===== src/source/alu_bist_pkg.sv =====
/*
 * alu bist shared definitions
 * opcodes, script word layout, step states, register map and widths
 */
package alu_bist_pkg;

    parameter int ALU_W    = 8;                     // script values are 8 bit
    parameter int OP_W     = 4;
    parameter int STEP_W   = 4;
    parameter int SCRIPT_W = 33;                    // op, arg0, arg1, cmp, xpct, next
    parameter int WB_DAT_W = 32;
    parameter int WB_ADR_W = 2;                     // word address

    parameter logic [OP_W-1:0] OP_NOP = 4'h0;       // arg0 -> data
    parameter logic [OP_W-1:0] OP_ADD = 4'h1;       // arg0 + arg1
    parameter logic [OP_W-1:0] OP_SUB = 4'h2;       // arg0 - arg1
    parameter logic [OP_W-1:0] OP_AND = 4'h4;
    parameter logic [OP_W-1:0] OP_OR  = 4'h5;
    parameter logic [OP_W-1:0] OP_XOR = 4'h6;
    parameter logic [OP_W-1:0] OP_ROL = 4'h8;       // arg0 rotated left by one

    parameter logic [STEP_W-1:0] STEP_STOP  = 4'h0; // idle
    parameter logic [STEP_W-1:0] STEP_FIRST = 4'h1;
    parameter logic [STEP_W-1:0] STEP_DONE  = 4'hF; // last state, then stop

    // script word bit positions, high to low
    parameter int FLD_OP_HI   = 32;
    parameter int FLD_OP_LO   = 29;
    parameter int FLD_ARG0_HI = 28;
    parameter int FLD_ARG0_LO = 21;
    parameter int FLD_ARG1_HI = 20;
    parameter int FLD_ARG1_LO = 13;
    parameter int FLD_CMP     = 12;
    parameter int FLD_XPCT_HI = 11;
    parameter int FLD_XPCT_LO = 4;
    parameter int FLD_NEXT_HI = 3;
    parameter int FLD_NEXT_LO = 0;

    parameter logic [WB_ADR_W-1:0] REG_CTRL   = 2'd0;
    parameter logic [WB_ADR_W-1:0] REG_STATUS = 2'd1;
    parameter logic [WB_ADR_W-1:0] REG_FAILS  = 2'd2;
    parameter logic [WB_ADR_W-1:0] REG_FIRST  = 2'd3;

    parameter int CTRL_START     = 0;               // write 1, self clearing
    parameter int CTRL_INJECT    = 1;               // sticky
    parameter int STAT_RUNNING   = 0;
    parameter int STAT_DONE      = 1;
    parameter int STAT_PASSED    = 2;

endpackage

===== src/source/alu_bist_top.sv =====
/*
 * alu bist top level
 * wishbone registers, script sequencer, alu and result checker
 */
`timescale 1ns/100ps

module alu_bist_top import alu_bist_pkg::*; #(
    parameter int P_FAIL_CNT_W = 8                  // fail counter width, 4 to 32
) (
    input  logic                i_clk,
    input  logic                i_rst_n,
    input  logic                i_wb_cyc,
    input  logic                i_wb_stb,
    input  logic                i_wb_we,
    input  logic [WB_ADR_W-1:0] i_wb_adr,
    input  logic [WB_DAT_W-1:0] i_wb_dat,
    output logic [WB_DAT_W-1:0] o_wb_dat,
    output logic                o_wb_ack
);

    logic                    start;                 // regs -> sequencer, checker
    logic                    inject;
    logic [OP_W-1:0]         op;
    logic [ALU_W-1:0]        arg0;
    logic [ALU_W-1:0]        arg1;
    logic                    cmp;
    logic [ALU_W-1:0]        xpct;
    logic [STEP_W-1:0]       step;
    logic                    running;
    logic [ALU_W-1:0]        data;                  // alu result
    logic                    done;
    logic                    passed;
    logic [P_FAIL_CNT_W-1:0] fails;
    logic [STEP_W-1:0]       first;

    wb_bist_regs #(
        .P_FAIL_CNT_W (P_FAIL_CNT_W)
    ) u_regs (
        .i_clk     (i_clk),
        .i_rst_n   (i_rst_n),
        .i_wb_cyc  (i_wb_cyc),
        .i_wb_stb  (i_wb_stb),
        .i_wb_we   (i_wb_we),
        .i_wb_adr  (i_wb_adr),
        .i_wb_dat  (i_wb_dat),
        .i_running (running),
        .i_done    (done),
        .i_passed  (passed),
        .i_fails   (fails),
        .i_first   (first),
        .o_wb_dat  (o_wb_dat),
        .o_wb_ack  (o_wb_ack),
        .o_start   (start),
        .o_inject  (inject)
    );

    bist_sequencer u_seq (
        .i_clk     (i_clk),
        .i_rst_n   (i_rst_n),
        .i_start   (start),
        .o_op      (op),
        .o_arg0    (arg0),
        .o_arg1    (arg1),
        .o_cmp     (cmp),
        .o_xpct    (xpct),
        .o_step    (step),
        .o_running (running)
    );

    alu u_alu (
        .i_clk    (i_clk),
        .i_rst_n  (i_rst_n),
        .i_op     (op),
        .i_arg0   (arg0),
        .i_arg1   (arg1),
        .i_inject (inject),
        .o_data   (data)
    );

    result_checker #(
        .P_FAIL_CNT_W (P_FAIL_CNT_W)
    ) u_chk (
        .i_clk     (i_clk),
        .i_rst_n   (i_rst_n),
        .i_start   (start),
        .i_running (running),
        .i_cmp     (cmp),
        .i_xpct    (xpct),
        .i_step    (step),
        .i_data    (data),
        .o_done    (done),
        .o_passed  (passed),
        .o_fails   (fails),
        .o_first   (first)
    );

endmodule


===== src/source/wb_bist_regs.sv =====
/*
 * wishbone classic register block for the bist
 * control register with start and inject, read back of status,
 * fail count and first failing step; single cycle ack, no wait states
 */
`timescale 1ns/100ps

module wb_bist_regs import alu_bist_pkg::*; #(
    parameter int P_FAIL_CNT_W = 8
) (
    input  logic                    i_clk,
    input  logic                    i_rst_n,
    input  logic                    i_wb_cyc,
    input  logic                    i_wb_stb,
    input  logic                    i_wb_we,
    input  logic [WB_ADR_W-1:0]     i_wb_adr,
    input  logic [WB_DAT_W-1:0]     i_wb_dat,
    input  logic                    i_running,
    input  logic                    i_done,
    input  logic                    i_passed,
    input  logic [P_FAIL_CNT_W-1:0] i_fails,
    input  logic [STEP_W-1:0]       i_first,
    output logic [WB_DAT_W-1:0]     o_wb_dat,       // valid with ack
    output logic                    o_wb_ack,
    output logic                    o_start,        // one cycle pulse
    output logic                    o_inject
);

    logic                access;                    // new bus cycle sampled
    logic                wr_ctrl;
    logic [WB_DAT_W-1:0] rd_data;

    // ack blocks a second sample of the same held request
    assign access  = i_wb_cyc & i_wb_stb & ~o_wb_ack;
    assign wr_ctrl = access & i_wb_we & (i_wb_adr == REG_CTRL);

    always_ff @(posedge i_clk or negedge i_rst_n) begin
        if (!i_rst_n) begin
            o_wb_ack <= 1'b0;
            o_start  <= 1'b0;
            o_inject <= 1'b0;
        end else begin
            o_wb_ack <= access;                     // every access acked once
            o_start  <= wr_ctrl & i_wb_dat[CTRL_START];
            if (wr_ctrl) begin
                o_inject <= i_wb_dat[CTRL_INJECT];
            end
        end
    end

    // read mux
    always_comb begin
        rd_data = '0;
        case (i_wb_adr)
            REG_CTRL: begin
                rd_data[CTRL_INJECT] = o_inject;    // start reads back 0
            end
            REG_STATUS: begin
                rd_data[STAT_RUNNING] = i_running;
                rd_data[STAT_DONE]    = i_done;
                rd_data[STAT_PASSED]  = i_passed;
            end
            REG_FAILS: begin
                rd_data[P_FAIL_CNT_W-1:0] = i_fails;
            end
            default: begin
                rd_data[STEP_W-1:0] = i_first;      // REG_FIRST
            end
        endcase
    end

    always_ff @(posedge i_clk) begin
        if (access) begin
            o_wb_dat <= rd_data;                    // lands with ack
        end
    end

endmodule


===== src/source/result_checker.sv =====
/*
 * bist result checker
 * lines up compare flag, expected value and step with the alu result,
 * counts mismatches, records the first failing step and flags done
 */
`timescale 1ns/100ps

module result_checker import alu_bist_pkg::*; #(
    parameter int P_FAIL_CNT_W = 8
) (
    input  logic                    i_clk,
    input  logic                    i_rst_n,
    input  logic                    i_start,        // start request from host
    input  logic                    i_running,      // sequencer busy
    input  logic                    i_cmp,
    input  logic [ALU_W-1:0]        i_xpct,
    input  logic [STEP_W-1:0]       i_step,
    input  logic [ALU_W-1:0]        i_data,         // registered alu result
    output logic                    o_done,
    output logic                    o_passed,
    output logic [P_FAIL_CNT_W-1:0] o_fails,        // saturating count
    output logic [STEP_W-1:0]       o_first         // 0 when no failure
);

    logic              r_cmp;                       // aligned compare flag
    logic [ALU_W-1:0]  r_xpct;
    logic [STEP_W-1:0] r_step;
    logic [ALU_W-1:0]  r_data;
    logic              r_running;                   // running one cycle ago
    logic              clear;                       // accepted start
    logic              mismatch;

    assign clear    = i_start & ~i_running;         // same rule as sequencer
    assign mismatch = r_cmp && (r_data != r_xpct);

    // pipeline payload
    always_ff @(posedge i_clk) begin
        r_xpct <= i_xpct;
        r_step <= i_step;
        r_data <= i_data;
    end

    always_ff @(posedge i_clk or negedge i_rst_n) begin
        if (!i_rst_n) begin
            r_cmp     <= 1'b0;
            r_running <= 1'b0;
            o_done    <= 1'b0;
            o_passed  <= 1'b1;                      // nothing failed yet
            o_fails   <= '0;
            o_first   <= '0;
        end else begin
            r_cmp     <= i_cmp;
            r_running <= i_running;
            if (clear) begin
                o_done   <= 1'b0;
                o_passed <= 1'b1;
                o_fails  <= '0;
                o_first  <= '0;
            end else begin
                if (mismatch) begin
                    o_passed <= 1'b0;
                    if (o_passed) begin
                        o_first <= r_step;          // first failure only
                    end
                    if (o_fails != '1) begin
                        o_fails <= o_fails + 1'b1;
                    end
                end
                if (r_running && !i_running) begin
                    o_done <= 1'b1;                 // pipeline tail drained
                end
            end
        end
    end

endmodule


===== src/source/bist_sequencer.sv =====
/*
 * bist script sequencer
 * walks a fixed script of alu operations one step per cycle and
 * presents the operands and the expected values for the checker
 */
`timescale 1ns/100ps

module bist_sequencer import alu_bist_pkg::*; (
    input  logic              i_clk,
    input  logic              i_rst_n,
    input  logic              i_start,              // one cycle start pulse
    output logic [OP_W-1:0]   o_op,
    output logic [ALU_W-1:0]  o_arg0,
    output logic [ALU_W-1:0]  o_arg1,
    output logic              o_cmp,                // compare enable for this step
    output logic [ALU_W-1:0]  o_xpct,               // expected result of previous step
    output logic [STEP_W-1:0] o_step,               // current step index
    output logic              o_running
);

    logic [STEP_W-1:0]   step;                      // state register
    logic [SCRIPT_W-1:0] script;                    // word for current step
    logic [STEP_W-1:0]   next_step;

    // script table
    // each expectation checks the result of the step before it
    always_comb begin
        case (step)
            4'h1:    script = {OP_NOP, 8'h00, 8'h00, 1'b0, 8'h00, 4'h2};
            4'h2:    script = {OP_ADD, 8'd5,  8'd8,  1'b0, 8'h00, 4'h3};
            4'h3:    script = {OP_SUB, 8'd8,  8'd13, 1'b1, 8'd13, 4'h4}; // 5 + 8
            4'h4:    script = {OP_AND, 8'hCC, 8'hAA, 1'b1, 8'hFB, 4'h5}; // 8 - 13 = -5
            4'h5:    script = {OP_OR,  8'hAA, 8'hCC, 1'b1, 8'h88, 4'h6}; // and
            4'h6:    script = {OP_XOR, 8'hCA, 8'hAC, 1'b1, 8'hEE, 4'h7}; // or
            4'h7:    script = {OP_ROL, 8'h9A, 8'h00, 1'b1, 8'h66, 4'h8}; // xor
            4'h8:    script = {OP_NOP, 8'h00, 8'h00, 1'b1, 8'h35, STEP_DONE}; // rol
            STEP_DONE:
                     script = {OP_NOP, 8'h00, 8'h00, 1'b0, 8'h00, STEP_STOP};
            default: script = {OP_NOP, 8'h00, 8'h00, 1'b0, 8'h00, STEP_STOP}; // idle
        endcase
    end

    // field split
    assign o_op      = script[FLD_OP_HI:FLD_OP_LO];
    assign o_arg0    = script[FLD_ARG0_HI:FLD_ARG0_LO];
    assign o_arg1    = script[FLD_ARG1_HI:FLD_ARG1_LO];
    assign o_cmp     = script[FLD_CMP];
    assign o_xpct    = script[FLD_XPCT_HI:FLD_XPCT_LO];
    assign next_step = script[FLD_NEXT_HI:FLD_NEXT_LO];

    assign o_step    = step;
    assign o_running = (step != STEP_STOP);         // 9 cycles per run

    always_ff @(posedge i_clk or negedge i_rst_n) begin
        if (!i_rst_n) begin
            step <= STEP_STOP;
        end else if (step == STEP_STOP) begin
            if (i_start) begin
                step <= STEP_FIRST;                 // start only from idle
            end
        end else begin
            step <= next_step;                      // start ignored mid run
        end
    end

endmodule


===== src/source/alu.sv =====
/*
 * registered 8 bit alu
 * decodes the opcode and registers the result one cycle later,
 * optionally flipping bit 0 so the checker can be exercised
 */
`timescale 1ns/100ps

module alu import alu_bist_pkg::*; (
    input  logic             i_clk,
    input  logic             i_rst_n,
    input  logic [OP_W-1:0]  i_op,                  // operation select
    input  logic [ALU_W-1:0] i_arg0,
    input  logic [ALU_W-1:0] i_arg1,
    input  logic             i_inject,              // corrupt bit 0 of result
    output logic [ALU_W-1:0] o_data                 // registered result
);

    logic [ALU_W-1:0] result;                       // combinational result
    logic [ALU_W-1:0] flip;                         // fault mask

    always_comb begin
        case (i_op)
            OP_NOP:  result = i_arg0;               // pass through
            OP_ADD:  result = i_arg0 + i_arg1;      // wraps, no carry out
            OP_SUB:  result = i_arg0 - i_arg1;
            OP_AND:  result = i_arg0 & i_arg1;
            OP_OR:   result = i_arg0 | i_arg1;
            OP_XOR:  result = i_arg0 ^ i_arg1;
            OP_ROL:  result = {i_arg0[ALU_W-2:0], i_arg0[ALU_W-1]};
            default: result = '0;                   // unknown op
        endcase
    end

    // only the lsb is ever corrupted
    always_comb begin
        flip    = '0;
        flip[0] = i_inject;
    end

    always_ff @(posedge i_clk or negedge i_rst_n) begin
        if (!i_rst_n) begin
            o_data <= '0;
        end else begin
            o_data <= result ^ flip;                // one cycle latency
        end
    end

endmodule


===== config.mk =====
export PLATFORM = sky130hd
export DESIGN_NAME = alu_bist_top
export DESIGN_NICKNAME = d
export VERILOG_FILES = /design/src/source/alu_bist_pkg.sv /design/src/source/alu_bist_top.sv /design/src/source/wb_bist_regs.sv /design/src/source/result_checker.sv /design/src/source/bist_sequencer.sv /design/src/source/alu.sv
export SDC_FILE = /design/constraint.sdc
export NUM_CORES = 1
export LEC_CHECK = 0
export BUFFER_PORTS_ARGS = -buffer_cell sky130_fd_sc_hd__buf_2
export CAP_MARGIN = 20
export CORE_MARGIN = 5
export CORE_UTILIZATION = 45
export CTS_CLUSTER_SIZE = 20
export DETAILED_ROUTE_END_ITERATION = 7
export MAX_ROUTING_LAYER = met4
export PLACE_DENSITY = 0.72
export SETUP_SLACK_MARGIN = 0.4
export SYNTH_ARGS = -nofsm -noshare
export SYNTH_HDL_FRONTEND = slang
export SYNTH_SLANG_ARGS = --single-unit
export TNS_END_PERCENT = 100

===== constraint.sdc =====
create_clock -name i_clk -period 5.05 [get_ports i_clk]
set_input_delay 1.2625 -clock i_clk [delete_from_list [all_inputs] [get_ports i_clk]]
set_output_delay 1.2625 -clock i_clk [all_outputs]
set_load 0.01 [all_outputs]

== Word-level counts from Yosys, hierarchy flattened ==
Memory sizes are Yosys's and may differ from the RTL's.
Index checks and enable logic that the tools add are counted.

* Logic and storage cells: 74
* Memory bits (read-only): 512
* Bits in registers: 59
* Memories kept: 1
* Output and inout bits: 33

* Reductions and logical operators: 14
* Add/sub/neg operators: 3
* Equal/unequal tests: 11
* Bitwise operators: 12
* Mux-type cells: 17

{| class="wikitable"
|+ Memory list
! name !! words !! bits a word !! rd ports !! clocked after memory_dff !! wr ports !! line !! source
|-
| (no name shown) || 16 || 32 || 1 || 0 || 0 || bist_sequencer.sv:28 || <nowiki>case (step)</nowiki>
|}

{| class="wikitable"
|+ Operators with widths
! cell !! number
|-
| case mux 8 bit (7 select lines) || 1
|-
| 2-to-1 mux 8 bit || 3
|-
| 2-to-1 mux 4 bit || 5
|-
| equality test 4 x 3 -> 1 bit (second input constant) || 3
|-
| case mux 1 bit (3 select lines) || 3
|-
| adder 8 x 1 -> 8 bit (second input constant) || 1
|-
| adder 8 bit || 1
|-
| AND 8 bit || 1
|-
| logical NOT 4 bit || 2
|-
| != test 8 bit || 1
|-
| != test 8 bit (second input constant) || 1
|-
| bitwise OR 8 bit || 1
|-
| nonzero test 2 bit || 4
|-
| subtractor 8 bit || 1
|-
| bitwise XOR 8 x 1 -> 8 bit || 1
|-
| bitwise XOR 8 bit || 1
|-
| AND 1 bit || 6
|-
| equality test 4 x 1 -> 1 bit (second input constant) || 1
|-
| equality test 4 x 2 -> 1 bit (second input constant) || 1
|-
| equality test 4 bit (second input constant) || 1
|-
| 2-to-1 mux 1 bit || 4
|-
| AND reduction 2 bit || 2
|-
| nonzero test 4 bit || 1
|-
| equality test 2 x 1 -> 1 bit (second input constant) || 1
|-
| other kinds (8) || 10
|}

== Longest topological paths before layout ==
Gate-level depths: netlist of run 1.

* Depth in word-level cells: 5
* Gate-level depth with buffers: 16
* Mapped depth without buffers: 15

== Hierarchy ==
From an unflattened synthesis of run 1, not the netlist that was laid out.

* Cell total of the unflattened synthesis: 397
* Area, all modules: 3854.9 um^2

{| class="wikitable"
|+ By module, submodules not included
! module !! sequential area each (um^2) !! cells an instance !! area an instance (um^2) !! instances
|-
| alu || 200.2 || 156 || 1343.8 || 1
|-
| result_checker || 802.0 || 107 || 1280.0 || 1
|-
| wb_bist_regs || 315.3 || 56 || 675.6 || 1
|-
| bist_sequencer || 100.1 || 78 || 555.5 || 1
|}

== Worst setup path before layout of run 1 ==
OpenSTA, ideal clock, no wires.

* Kind: register -> register
* Start point: reg u_seq.step[1], in the netlist u_seq.o_step[1]
* End point: reg u_alu.o_data[7]
* Period minus slack after synthesis: 2.911 ns
* Library setup time: 0.127 ns
* Stages on the path, launching flop included: 17
* Slack: 2.139 ns
* Path buffers: 1
* Data required time: 4.923 ns
* Data arrival time: 2.785 ns
* Cells stage by stage: dfrtp_1 ha_1 buf_2 nor2_1 nor2_1 inv_2 a21o_1 and2_1 or2_1 nor2_1 a21oi_1 ha_1 a21oi_1 o21ai_0 a21oi_1 o311a_1 o31ai_1

* Longest elaborated chain between the ends: 4
* Elaborated cells on any way between the ends: 15
* Those cells by class: add/sub: 2; eq/ne: 6; mux: 1; bitwise: 4; reduce/logical: 1; memory: 1

{| class="wikitable"
|+ Ends and longest elaborated chain
! element !! line !! source
|-
| start: declaration || bist_sequencer.sv:21 || <nowiki>logic [STEP_W-1:0] step;</nowiki>
|-
| start signal: assignment || bist_sequencer.sv:62 || <nowiki>step <= next_step;</nowiki>
|-
| memory read (16 x 32 bit) * || -- ||
|-
| subtractor 8 bit, or another cell as far along || alu.sv:25 || <nowiki>OP_SUB: result = i_arg0 - i_arg1;</nowiki>
|-
| case mux 8 bit (7 select lines) * || alu.sv:22 || <nowiki>case (i_op)</nowiki>
|-
| net u_alu.result[7] || alu.sv:18 || <nowiki>logic [ALU_W-1:0] result;</nowiki>
|-
| bitwise XOR 8 x 1 -> 8 bit * || alu.sv:44 || <nowiki>o_data <= result ^ flip;</nowiki>
|-
| end signal: assignment || alu.sv:44 ||
|-
| end: declaration || alu.sv:15 || <nowiki>output logic [ALU_W-1:0] o_data</nowiki>
|}

The timed path passes the listed nets; every way through them passes the cells marked *.
A chain may end at the register's enable or synchronous reset.

== Worst setup path in the final report of run 1 ==
* Start point: reg u_seq.step[0], in the netlist u_seq.o_step[0]
* End point: reg u_alu.o_data[7]

Same word-level chain as after synthesis.

==> impl_metrics.toml, run 1 <==
[outcome]
outcome = "complete, no violations"

[setup_path]
cp_slowest_cell = "ha_1"
crit_type = "flip-flop to flip-flop"
worst-path-max-fanout = 16
cp.required_ps = 5260
end_kind = "flip-flop"
crit_arrival_ps = 3680
cpLargestDelayFamily = "adder cells"
cpPeakStageDelay_ps = 590
crit_top_cell = "a21oi_1"
crit_buf_inv = 1
cp-start-kind = "flip-flop"
cp_cell_sequence = "inv_1 -> ha_1 -> nand2b_4 -> nor3_1 -> or2_1 -> nor2_1 -> a21oi_1 -> ha_1 -> a21oi_1 -> o21ai_0 -> a21oi_1 -> o311a_1 -> o31ai_1"

[detailed_routing]
drtPass1Iterations = 4
drt-total-wl_um = 6274
via_count = 2372
wl_per_cell_um = 13.38
final_antenna_net_count = 0
drtIter0Drc = 149
drc_errors = 0
avgViaCountPerCell = 5.058

[global_routing]
met2_usage_pct = 23.92
grt_overflow = 0
grt_pass1_wl_um = 10200
grtUsageMet3_pct = 3.675
antenna_found_initial = 0
grt_pass1_vias = 2219
grt_usage_pct = 14.74
use_met1_pct = 17.44
grt_max_degree = 32
busiest_layer = "met2"

[logic_synthesis]
syn_area_um2 = 3349
ys_seq_elements = 58
synth_enable_flop_cells = 8
synth-async-reset-ratio_pct = 53.45
yosys_warnings = 0
synth_flop_cell = "dfrtp_1"
synth_area_per_cell_um2 = 9.597
synth_cells = 349
seq_area_frac_synth_pct = 41.73
yosys.cell_types.count = 61

[hold_path]
hp-class = "flip-flop to flip-flop"

[power_and_ir_drop]
internal_power_w = 0.001452
p_sw_share_pct = 43.08
p_total_w = 0.002551
pwr-share-comb_pct = 55.0
vdd_ir_drop_max_mv = 0.4080
clkPwrFrac_pct = 15.6
p_seq_share_pct = 29.4
p_per_area_nw_per_um2 = 710.1
p_switching_w = 0.001099
p_leak_nw = 1.673

[floorplan]
initial_core_util_pct = 46.18
fp.dieW_um = 96.28
row_count = 31
dieArea_um2 = 9269
coreArea_um2 = 7253
dieHeight_um = 96.28
ios = 72

[clock_tree]
cts_inserted_buffers = 9
clkSlewWorstSetupHoldPaths_ps = 60
ctsHoldBuffers = 0
post_cts_resized = 0
cts_setup_buffers = 0
cts_max_path_buffers = 2
clock_latency_ps = 330
cts-root-buf = "clkbuf_8"
clock_sinks = 58
ctsHtreeMaxLevel = 3
cts_tree = "done"

[final_layout]
utilization_pct = 49.53
mostFrequentLayoutCells = "nor2_1, dfrtp_1, nand2_1, conb_1, ha_1"
drive_above_1_share_pct = 13.51
final_common_cell = "nor2_1"
antennaDiodeCount = 0
nets = 427
stdcell_area_um2 = 3592
area_delta_synth_final_pct = 7.247

[place]
hpwlAfterDp_um = 4674
place.port_buffers = 17
dpl_cell_area_um2 = 3407
place.gp.congestion = 0.9248

[timing]
hold_viol_final = 0
min_period_ps = 3467
clock_skew_ps = 5.365
finalCritPeriodShare_pct = 68.65
slew_headroom_pct = 38.51
setup_viol = 0
clock.fmax_mhz = 288.4
fin_setup_tns_ps = 0
rsz0062_at_grt = "false"
maxSlewViolCount = 0
holdWs_ps = 341.4
worst_slew_pin_slew_ps = 918.9

[flow_run]
cap_violations = 0
path summary, 6_finish.rpt:
kind | cells after the start | slack, ps | startpoint | end
max in group asynchronous | 1 | 3620 | i_rst_n | u_chk.o_first[0]
min in group asynchronous | 1 | 980 | i_rst_n | u_alu.o_data[6]
min reg2reg | 0 | 340 | u_alu.o_data[6] | u_chk.r_data[6]
max | 13 | 1580 | u_seq.o_step[0] | u_alu.o_data[7]
max reg2reg | 13 | 1580 | u_seq.o_step[0] | u_alu.o_data[7]
min | 0 | 340 | u_alu.o_data[6] | u_chk.r_data[6]
power by group through the flow:
| stage | Sequential (W) | Combinational [W] | Clock, W |
|---|---|---|---|
| after floorplan | 0.000703 | 0.00119 | 0 |
| after global placement | 0.000752 | 0.00136 | 0 |
| after detailed placement | 0.000761 | 0.00140 | 0 |
| after CTS | 0.000750 | 0.00141 | 0.000408 |
| after global routing | 0.000770 | 0.00158 | 0.000427 |
| final | 0.000750 | 0.00140 | 0.000397 |
per-layer routing:
metal | part of all wire (%) | wire length, um | up-vias
li1 | - | - | 1179
met1 | 44 | 2772 | 1122
met2 | 48 | 3028 | 64
met3 | 5.9 | 373 | 7
met4 | 1.6 | 100 | 0
met5 | 0 | 0 | -
area by class of cell:
class | instances | area (um2)
clock inverters | 5 | 53.80
repair buffers | 17 | 85.08
fillers | 684 | 3661
flip-flops and latches | 58 | 1398
well taps | 99 | 123.9
multi-input cells | 258 | 1722
inverters | 21 | 78.83
clock buffers | 11 | 131.4
synthesized netlist by cell type, drive strengths merged (7+ instances only):
library cell	instances	area, um2
dfxtp	19	380.4
o21ai	19	95.09
nor3	8	40.04
dfrtp	30	750.7
a21oi	12	63.81
edfxtp	8	240.2
inv	21	78.82
mux2i	15	150.1
xnor2	15	131.4
buf	31	222.7
and2	7	43.79
nor2	37	138.9
nand2	26	97.59
ha	23	287.8
nand3	8	40.04
cell families (layout without fill, tap and decap cells):
| kind of cell | count (synthesis) | after routing | synth area share [%] |
|---|---|---|---|
| simple gates | 112 | 112 | 16.47 |
| compound gates | 62 | 62 | 12.85 |
| flops | 58 | 58 | 41.73 |
| buf+inv | 56 | 54 | 9.450 |
| fa+ha+maj | 23 | 23 | 8.592 |
| xor+xnor | 19 | 19 | 4.968 |
| mux | 18 | 18 | 5.827 |
| other cells | 1 | 24 | 0.1120 |
per-stage QoR:
stage               instances  worst slack (ps)
finish                    469              1583
global route              469              1236
CTS                       469              1605
detailed placement        453              1631
global placement          453              1632
floorplan                 372              2139
sequential cells by signal, indices dropped and copies added, names as in the netlist:
name and cells:
u_chk.o_first 4, u_regs.o_wb_ack 1, u_chk.r_step 4, u_seq.o_step 4
u_regs.o_start 1, u_alu.o_data 8, u_chk.r_cmp 1, u_chk.o_fails 8
u_chk.o_done 1, u_chk.o_passed 1, u_regs.o_wb_dat 8, u_regs.o_inject 1
u_chk.r_running 1, u_chk.r_xpct 7, u_chk.r_data 8
No activity file was read; power rests on OpenSTA's default activity.
==> run 2, diff against run 1 <==
Settings changed: PLACE_DENSITY 0.72 to 0.75.
Clock period 5.05 ns to 3.1 ns, I/O delays scaled along.
==> run 2 against run 1 <==
Compared with the run above: core utilization grew 4.8 points; fmax grew 22%; first-iteration DRC count shrank 44%; clock skew grew 4.1 ps; clock power grew 90%; global-route usage grew 1.5 points; sequential cell count is the same; combinational power grew 100%; power grew 89%; hold slack lost 0.67 ps; non-clock buffer count grew 29; critical endpoint unchanged; highest routed layer unchanged.
==> impl_metrics.toml, run 2 (same netlist as run 1, synthesis figures left out) <==
[final_layout]
nets = 456
final_common_cell = "nor2_1"
utilization_pct = 54.36
mostFrequentLayoutCells = "nor2_1, buf_4, dfrtp_1, nand2_1, conb_1"
drive_above_1_share_pct = 24.56
area_delta_synth_final_pct = 17.71
antennaDiodeCount = 0

[clock_tree]
cts-root-buf = "clkbuf_8"
cts_inserted_buffers = 9
clock_sinks = 58
cts_max_path_buffers = 2
clock_latency_ps = 340
cts_tree = "done"
clkSlewWorstSetupHoldPaths_ps = 70
ctsHtreeMaxLevel = 3

[detailed_routing]
drtIter0Drc = 83
drtPass1Iterations = 4
wl_per_cell_um = 13.66
drc_errors = 0
via_count = 2540
drt-total-wl_um = 6801
final_antenna_net_count = 0
avgViaCountPerCell = 5.100

[floorplan]
dieHeight_um = 96.28
fp.dieW_um = 96.28
initial_core_util_pct = 46.18
dieArea_um2 = 9269
ios = 72
coreArea_um2 = 7253
row_count = 31

[timing]
setup_viol = 0
fin_setup_tns_ps = 0
finalCritPeriodShare_pct = 91.49
hold_viol_final = 0
worst_slew_pin_slew_ps = 703.6
min_period_ps = 2836
maxSlewViolCount = 0
slew_headroom_pct = 52.73
rsz0062_at_grt = "true"
clock.fmax_mhz = 352.6
clock_skew_ps = 9.439

[flow_run]
cap_violations = 0

[setup_path]
crit_arrival_ps = 3050
end_kind = "flip-flop"
crit_type = "flip-flop to flip-flop"
worst-path-max-fanout = 5
r2r_start = "u_seq.o_step[1]"
r2r-end = "u_alu.o_data[7]"
cp.required_ps = 3310
reg2reg_depth = 14
cp-start-kind = "flip-flop"
r2r_setup_slack_ps = 260

[power_and_ir_drop]
clkPwrFrac_pct = 15.7
pwr-share-comb_pct = 59.5
internal_power_w = 0.002826
p_seq_share_pct = 24.8
p_leak_nw = 1.840
vdd_ir_drop_max_mv = 0.8772
p_switching_w = 0.001984
p_per_area_nw_per_um2 = 1220
p_sw_share_pct = 41.24

[outcome]
outcome = "complete, no violations"

[place]
place.port_buffers = 17
hpwlAfterDp_um = 4951
place.gp.congestion = 0.9576

[hold_path]
holdPathStages = 0
worstHoldEndpoint = "u_chk.r_data[2]"
hp-class = "flip-flop to flip-flop"
hp-start = "u_alu.o_data[2]"

[global_routing]
grt_overflow = 0
grt_max_degree = 32
antenna_found_initial = 0
grt_pass1_vias = 2447
grt_pass1_wl_um = 11050
grt_usage_pct = 16.20
-- run 2: power groups by stage --
stage	logic [W]	registers [W]	clock network [W]
4_1_cts	0.00279	0.00119	0.000777
3_3_place_gp	0.00246	0.00119	0
5_1_grt	0.00316	0.00122	0.000801
3_5_place_dp	0.00255	0.00120	0
6_report	0.00286	0.00119	0.000753
2_1_floorplan	0.00200	0.00116	0
-- run 2: worst max path at each step --
stage	start	depth (start not counted)	end	slack, ps
global route	u_seq.o_step[1]	15	u_alu.o_data[7]	170
floorplan	u_seq.o_step[1]	16	u_alu.o_data[7]	410
finish	u_seq.o_step[1]	14	u_alu.o_data[7]	260
global placement	u_seq.o_step[1]	14	u_alu.o_data[7]	190
CTS	u_seq.o_step[1]	14	u_alu.o_data[7]	270
detailed placement	u_seq.o_step[1]	14	u_alu.o_data[7]	90
-- run 2: layout make-up --
class                           count  area [um2]
Fill cell                         653        3311
Multi-Input combinational cell    258        1804
Sequential cell                    58        1401
Timing Repair Buffer               46       306.5
Clock buffer                       13       180.2
Tap cell                           99       123.9
Inverter                           21       81.33
Clock inverter                      3       45.04
-- run 2: stage by stage --
| stage | hold WS [ps] | instance area [um2] | setup WS, ps | cells | total power (W) |
|---|---|---|---|---|---|
| global placement | 326.5 | 3566 | 187.3 | 469 | 0.003654 |
| floorplan | 324.2 | 3481 | 414.0 | 372 | 0.003159 |
| global route | 348.4 | 3943 | 170.8 | 498 | 0.005186 |
| detailed placement | 328.5 | 3566 | 93.67 | 469 | 0.003752 |
| finish | 340.8 | 3943 | 264.0 | 498 | 0.004809 |
| CTS | 342.1 | 3918 | 267.9 | 498 | 0.004755 |
-- run 2: metal layers --
| layer | global-route usage [%] | vias up | part of all wire [%] |
|---|---|---|---|
| met5 | - | - | 0 |
| met4 | 8.294 | 0 | 2.9 |
| met3 | 4.848 | 19 | 6.0 |
| met2 | 26.39 | 78 | 50 |
| met1 | 17.90 | 1206 | 41 |
| li1 | - | 1237 | - |
-- run 2: critical path, stage by stage (launching register included) --
cell      delay (ps)
dfrtp_2          470
buf_6            150
ha_4             140
nand2b_4         130
a21o_4           210
and2_4           140
or2_4            240
nor2_1            80
a21oi_1           50
ha_1             350
a21oi_2          150
o21ai_1          100
a21oi_1          210
o311a_1          230
o31ai_2           70
-- run 2: repair_timing --
action,CTS,global route
gates cloned,0,0
buffers inserted,13,0
endpoints found under the setup margin,3,4
hold buffers,0,0
endpoints found under the hold margin,0,0
gates resized for setup,7,8
pin swaps,13,5
==> run 3, diff against run 2 <==
Settings changed: SETUP_SLACK_MARGIN 0.4 to 0.2.
==> run 3 against run 2 <==
Compared with the run above: clock power decreased by 2%; largest power group unchanged; combinational power about the same; count of clock-buffer cells in the layout is 2 lower; highest routed layer unchanged; critical path depth did not move; clock skew about the same; sequential cell count unchanged.
==> impl_metrics.toml, run 3 (same netlist as run 1, synthesis figures left out) <==
[detailed_routing]
via_count = 2461
final_antenna_net_count = 0
drtPass1Iterations = 4
drtIter0Drc = 75
wl_per_cell_um = 13.55
avgViaCountPerCell = 4.942
drt-total-wl_um = 6749
drc_errors = 0

[final_layout]
mostFrequentLayoutCells = "nor2_1, buf_4, dfrtp_1, nand2_1, conb_1"
antennaDiodeCount = 0
nets = 456
final_common_cell = "nor2_1"
drive_above_1_share_pct = 24.81
area_delta_synth_final_pct = 17.11

[floorplan]
coreArea_um2 = 7253
dieArea_um2 = 9269
row_count = 31
ios = 72
initial_core_util_pct = 46.18
dieHeight_um = 96.28
fp.dieW_um = 96.28

[power_and_ir_drop]
p_leak_nw = 1.843
p_per_area_nw_per_um2 = 1212
vdd_ir_drop_max_mv = 0.8095

[clock_tree]
cts-root-buf = "clkbuf_8"
cts_max_path_buffers = 2
clock_sinks = 58
cts_tree = "done"
ctsHtreeMaxLevel = 3
clkSlewWorstSetupHoldPaths_ps = 70
clock_latency_ps = 330
cts_inserted_buffers = 9

[timing]
rsz0062_at_grt = "false"
min_period_ps = 2805
slew_headroom_pct = 50.96
clock_skew_ps = 9.530
hold_viol_final = 0
clock.fmax_mhz = 356.5
maxSlewViolCount = 0
worst_slew_pin_slew_ps = 730.0
setup_viol = 0
finalCritPeriodShare_pct = 90.49
holdWs_ps = 340.8
fin_setup_tns_ps = 0

[flow_run]
cap_violations = 0

[place]
place.port_buffers = 17
hpwlAfterDp_um = 4928
place.gp.congestion = 1.003

[setup_path]
end_kind = "flip-flop"
cp-start-kind = "flip-flop"
crit_arrival_ps = 3010
cp.required_ps = 3310
worst-path-max-fanout = 5
crit_type = "flip-flop to flip-flop"

[global_routing]
grt_pass1_vias = 2279
grt_pass1_wl_um = 10650
antenna_found_initial = 0
grt_usage_pct = 15.34
grt_overflow = 0
grt_max_degree = 32

[outcome]
outcome = "complete, no violations"

[hold_path]
hp-class = "flip-flop to flip-flop"
## run 3: worst max-delay path: stages (launching register included)
cell	delay [ps]
dfrtp_2	450
inv_2	80
ha_4	260
nor2_1	50
a21o_1	200
and2_4	170
or2_4	260
nor2_2	80
a21oi_1	50
ha_1	370
a21oi_2	230
o21ai_2	90
a21oi_2	120
o311a_1	200
o31ai_2	80
## run 3: power breakdown
group | internal [W] | leakage [nW] | total, W | switching [W]
Combinational | 0.00133 | 1.11 | 0.00283 | 0.00151
Clock | 0.000443 | 0.111 | 0.000737 | 0.000295
Sequential | 0.00101 | 0.626 | 0.00118 | 0.000173
## run 3: final cells by class
class | instances | area [um2]
inverters | 21 | 78.83
fillers | 659 | 3331
well taps | 99 | 123.9
repair buffers | 46 | 306.5
multi-input cells | 258 | 1790
clock buffers | 11 | 162.7
flip-flops and latches | 58 | 1400
clock inverters | 5 | 60.06
## run 3: metal layers
metal	wire length, um	up-vias	GRT usage, %	part of all wire (%)
met3	263	8	3.362	3.9
met1	2930	1175	17.89	43
met5	0	-	-	0
met2	3490	44	26.62	52
li1	-	1234	-	-
met4	65	0	4.028	0.96
## run 3: stage by stage
step | area, um2 | setup WS, ps | util [%] | std cells | power (W)
2_1_floorplan | 3437 | 205.3 | - | 372 | 0.003082
3_3_place_gp | 3558 | 181.5 | 49.06 | 473 | 0.003636
3_5_place_dp | 3558 | 96.08 | 49.06 | 473 | 0.003740
4_1_cts | 3816 | 213.3 | 52.61 | 493 | 0.004547
5_1_grt | 3923 | 144.6 | 54.08 | 498 | 0.005122
6_report | 3923 | 295.0 | 54.08 | 498 | 0.004755
## run 3: final timing paths
kind / start / end / slack (ps) / cells after the start
worst max-delay path: u_seq.o_step[1] / u_alu.o_data[7] / 290 / 14
worst min-delay path: u_alu.o_data[3] / u_chk.r_data[3] / 340 / 0
min in group asynchronous: i_rst_n / u_alu.o_data[5] / 500 / 1
worst max register to register: u_seq.o_step[1] / u_alu.o_data[7] / 290 / 14
max in group asynchronous: i_rst_n / u_seq.o_step[0] / 2110 / 1
worst min register to register: u_alu.o_data[3] / u_chk.r_data[3] / 340 / 0
## run 3: what timing repair did
item                       CTS  global route
resized for setup            2            20
setup endpoints to repair    3             3
setup buffers                4             5
pin swaps                    0            12
hold endpoints to repair     0             0
hold buffers                 0             0
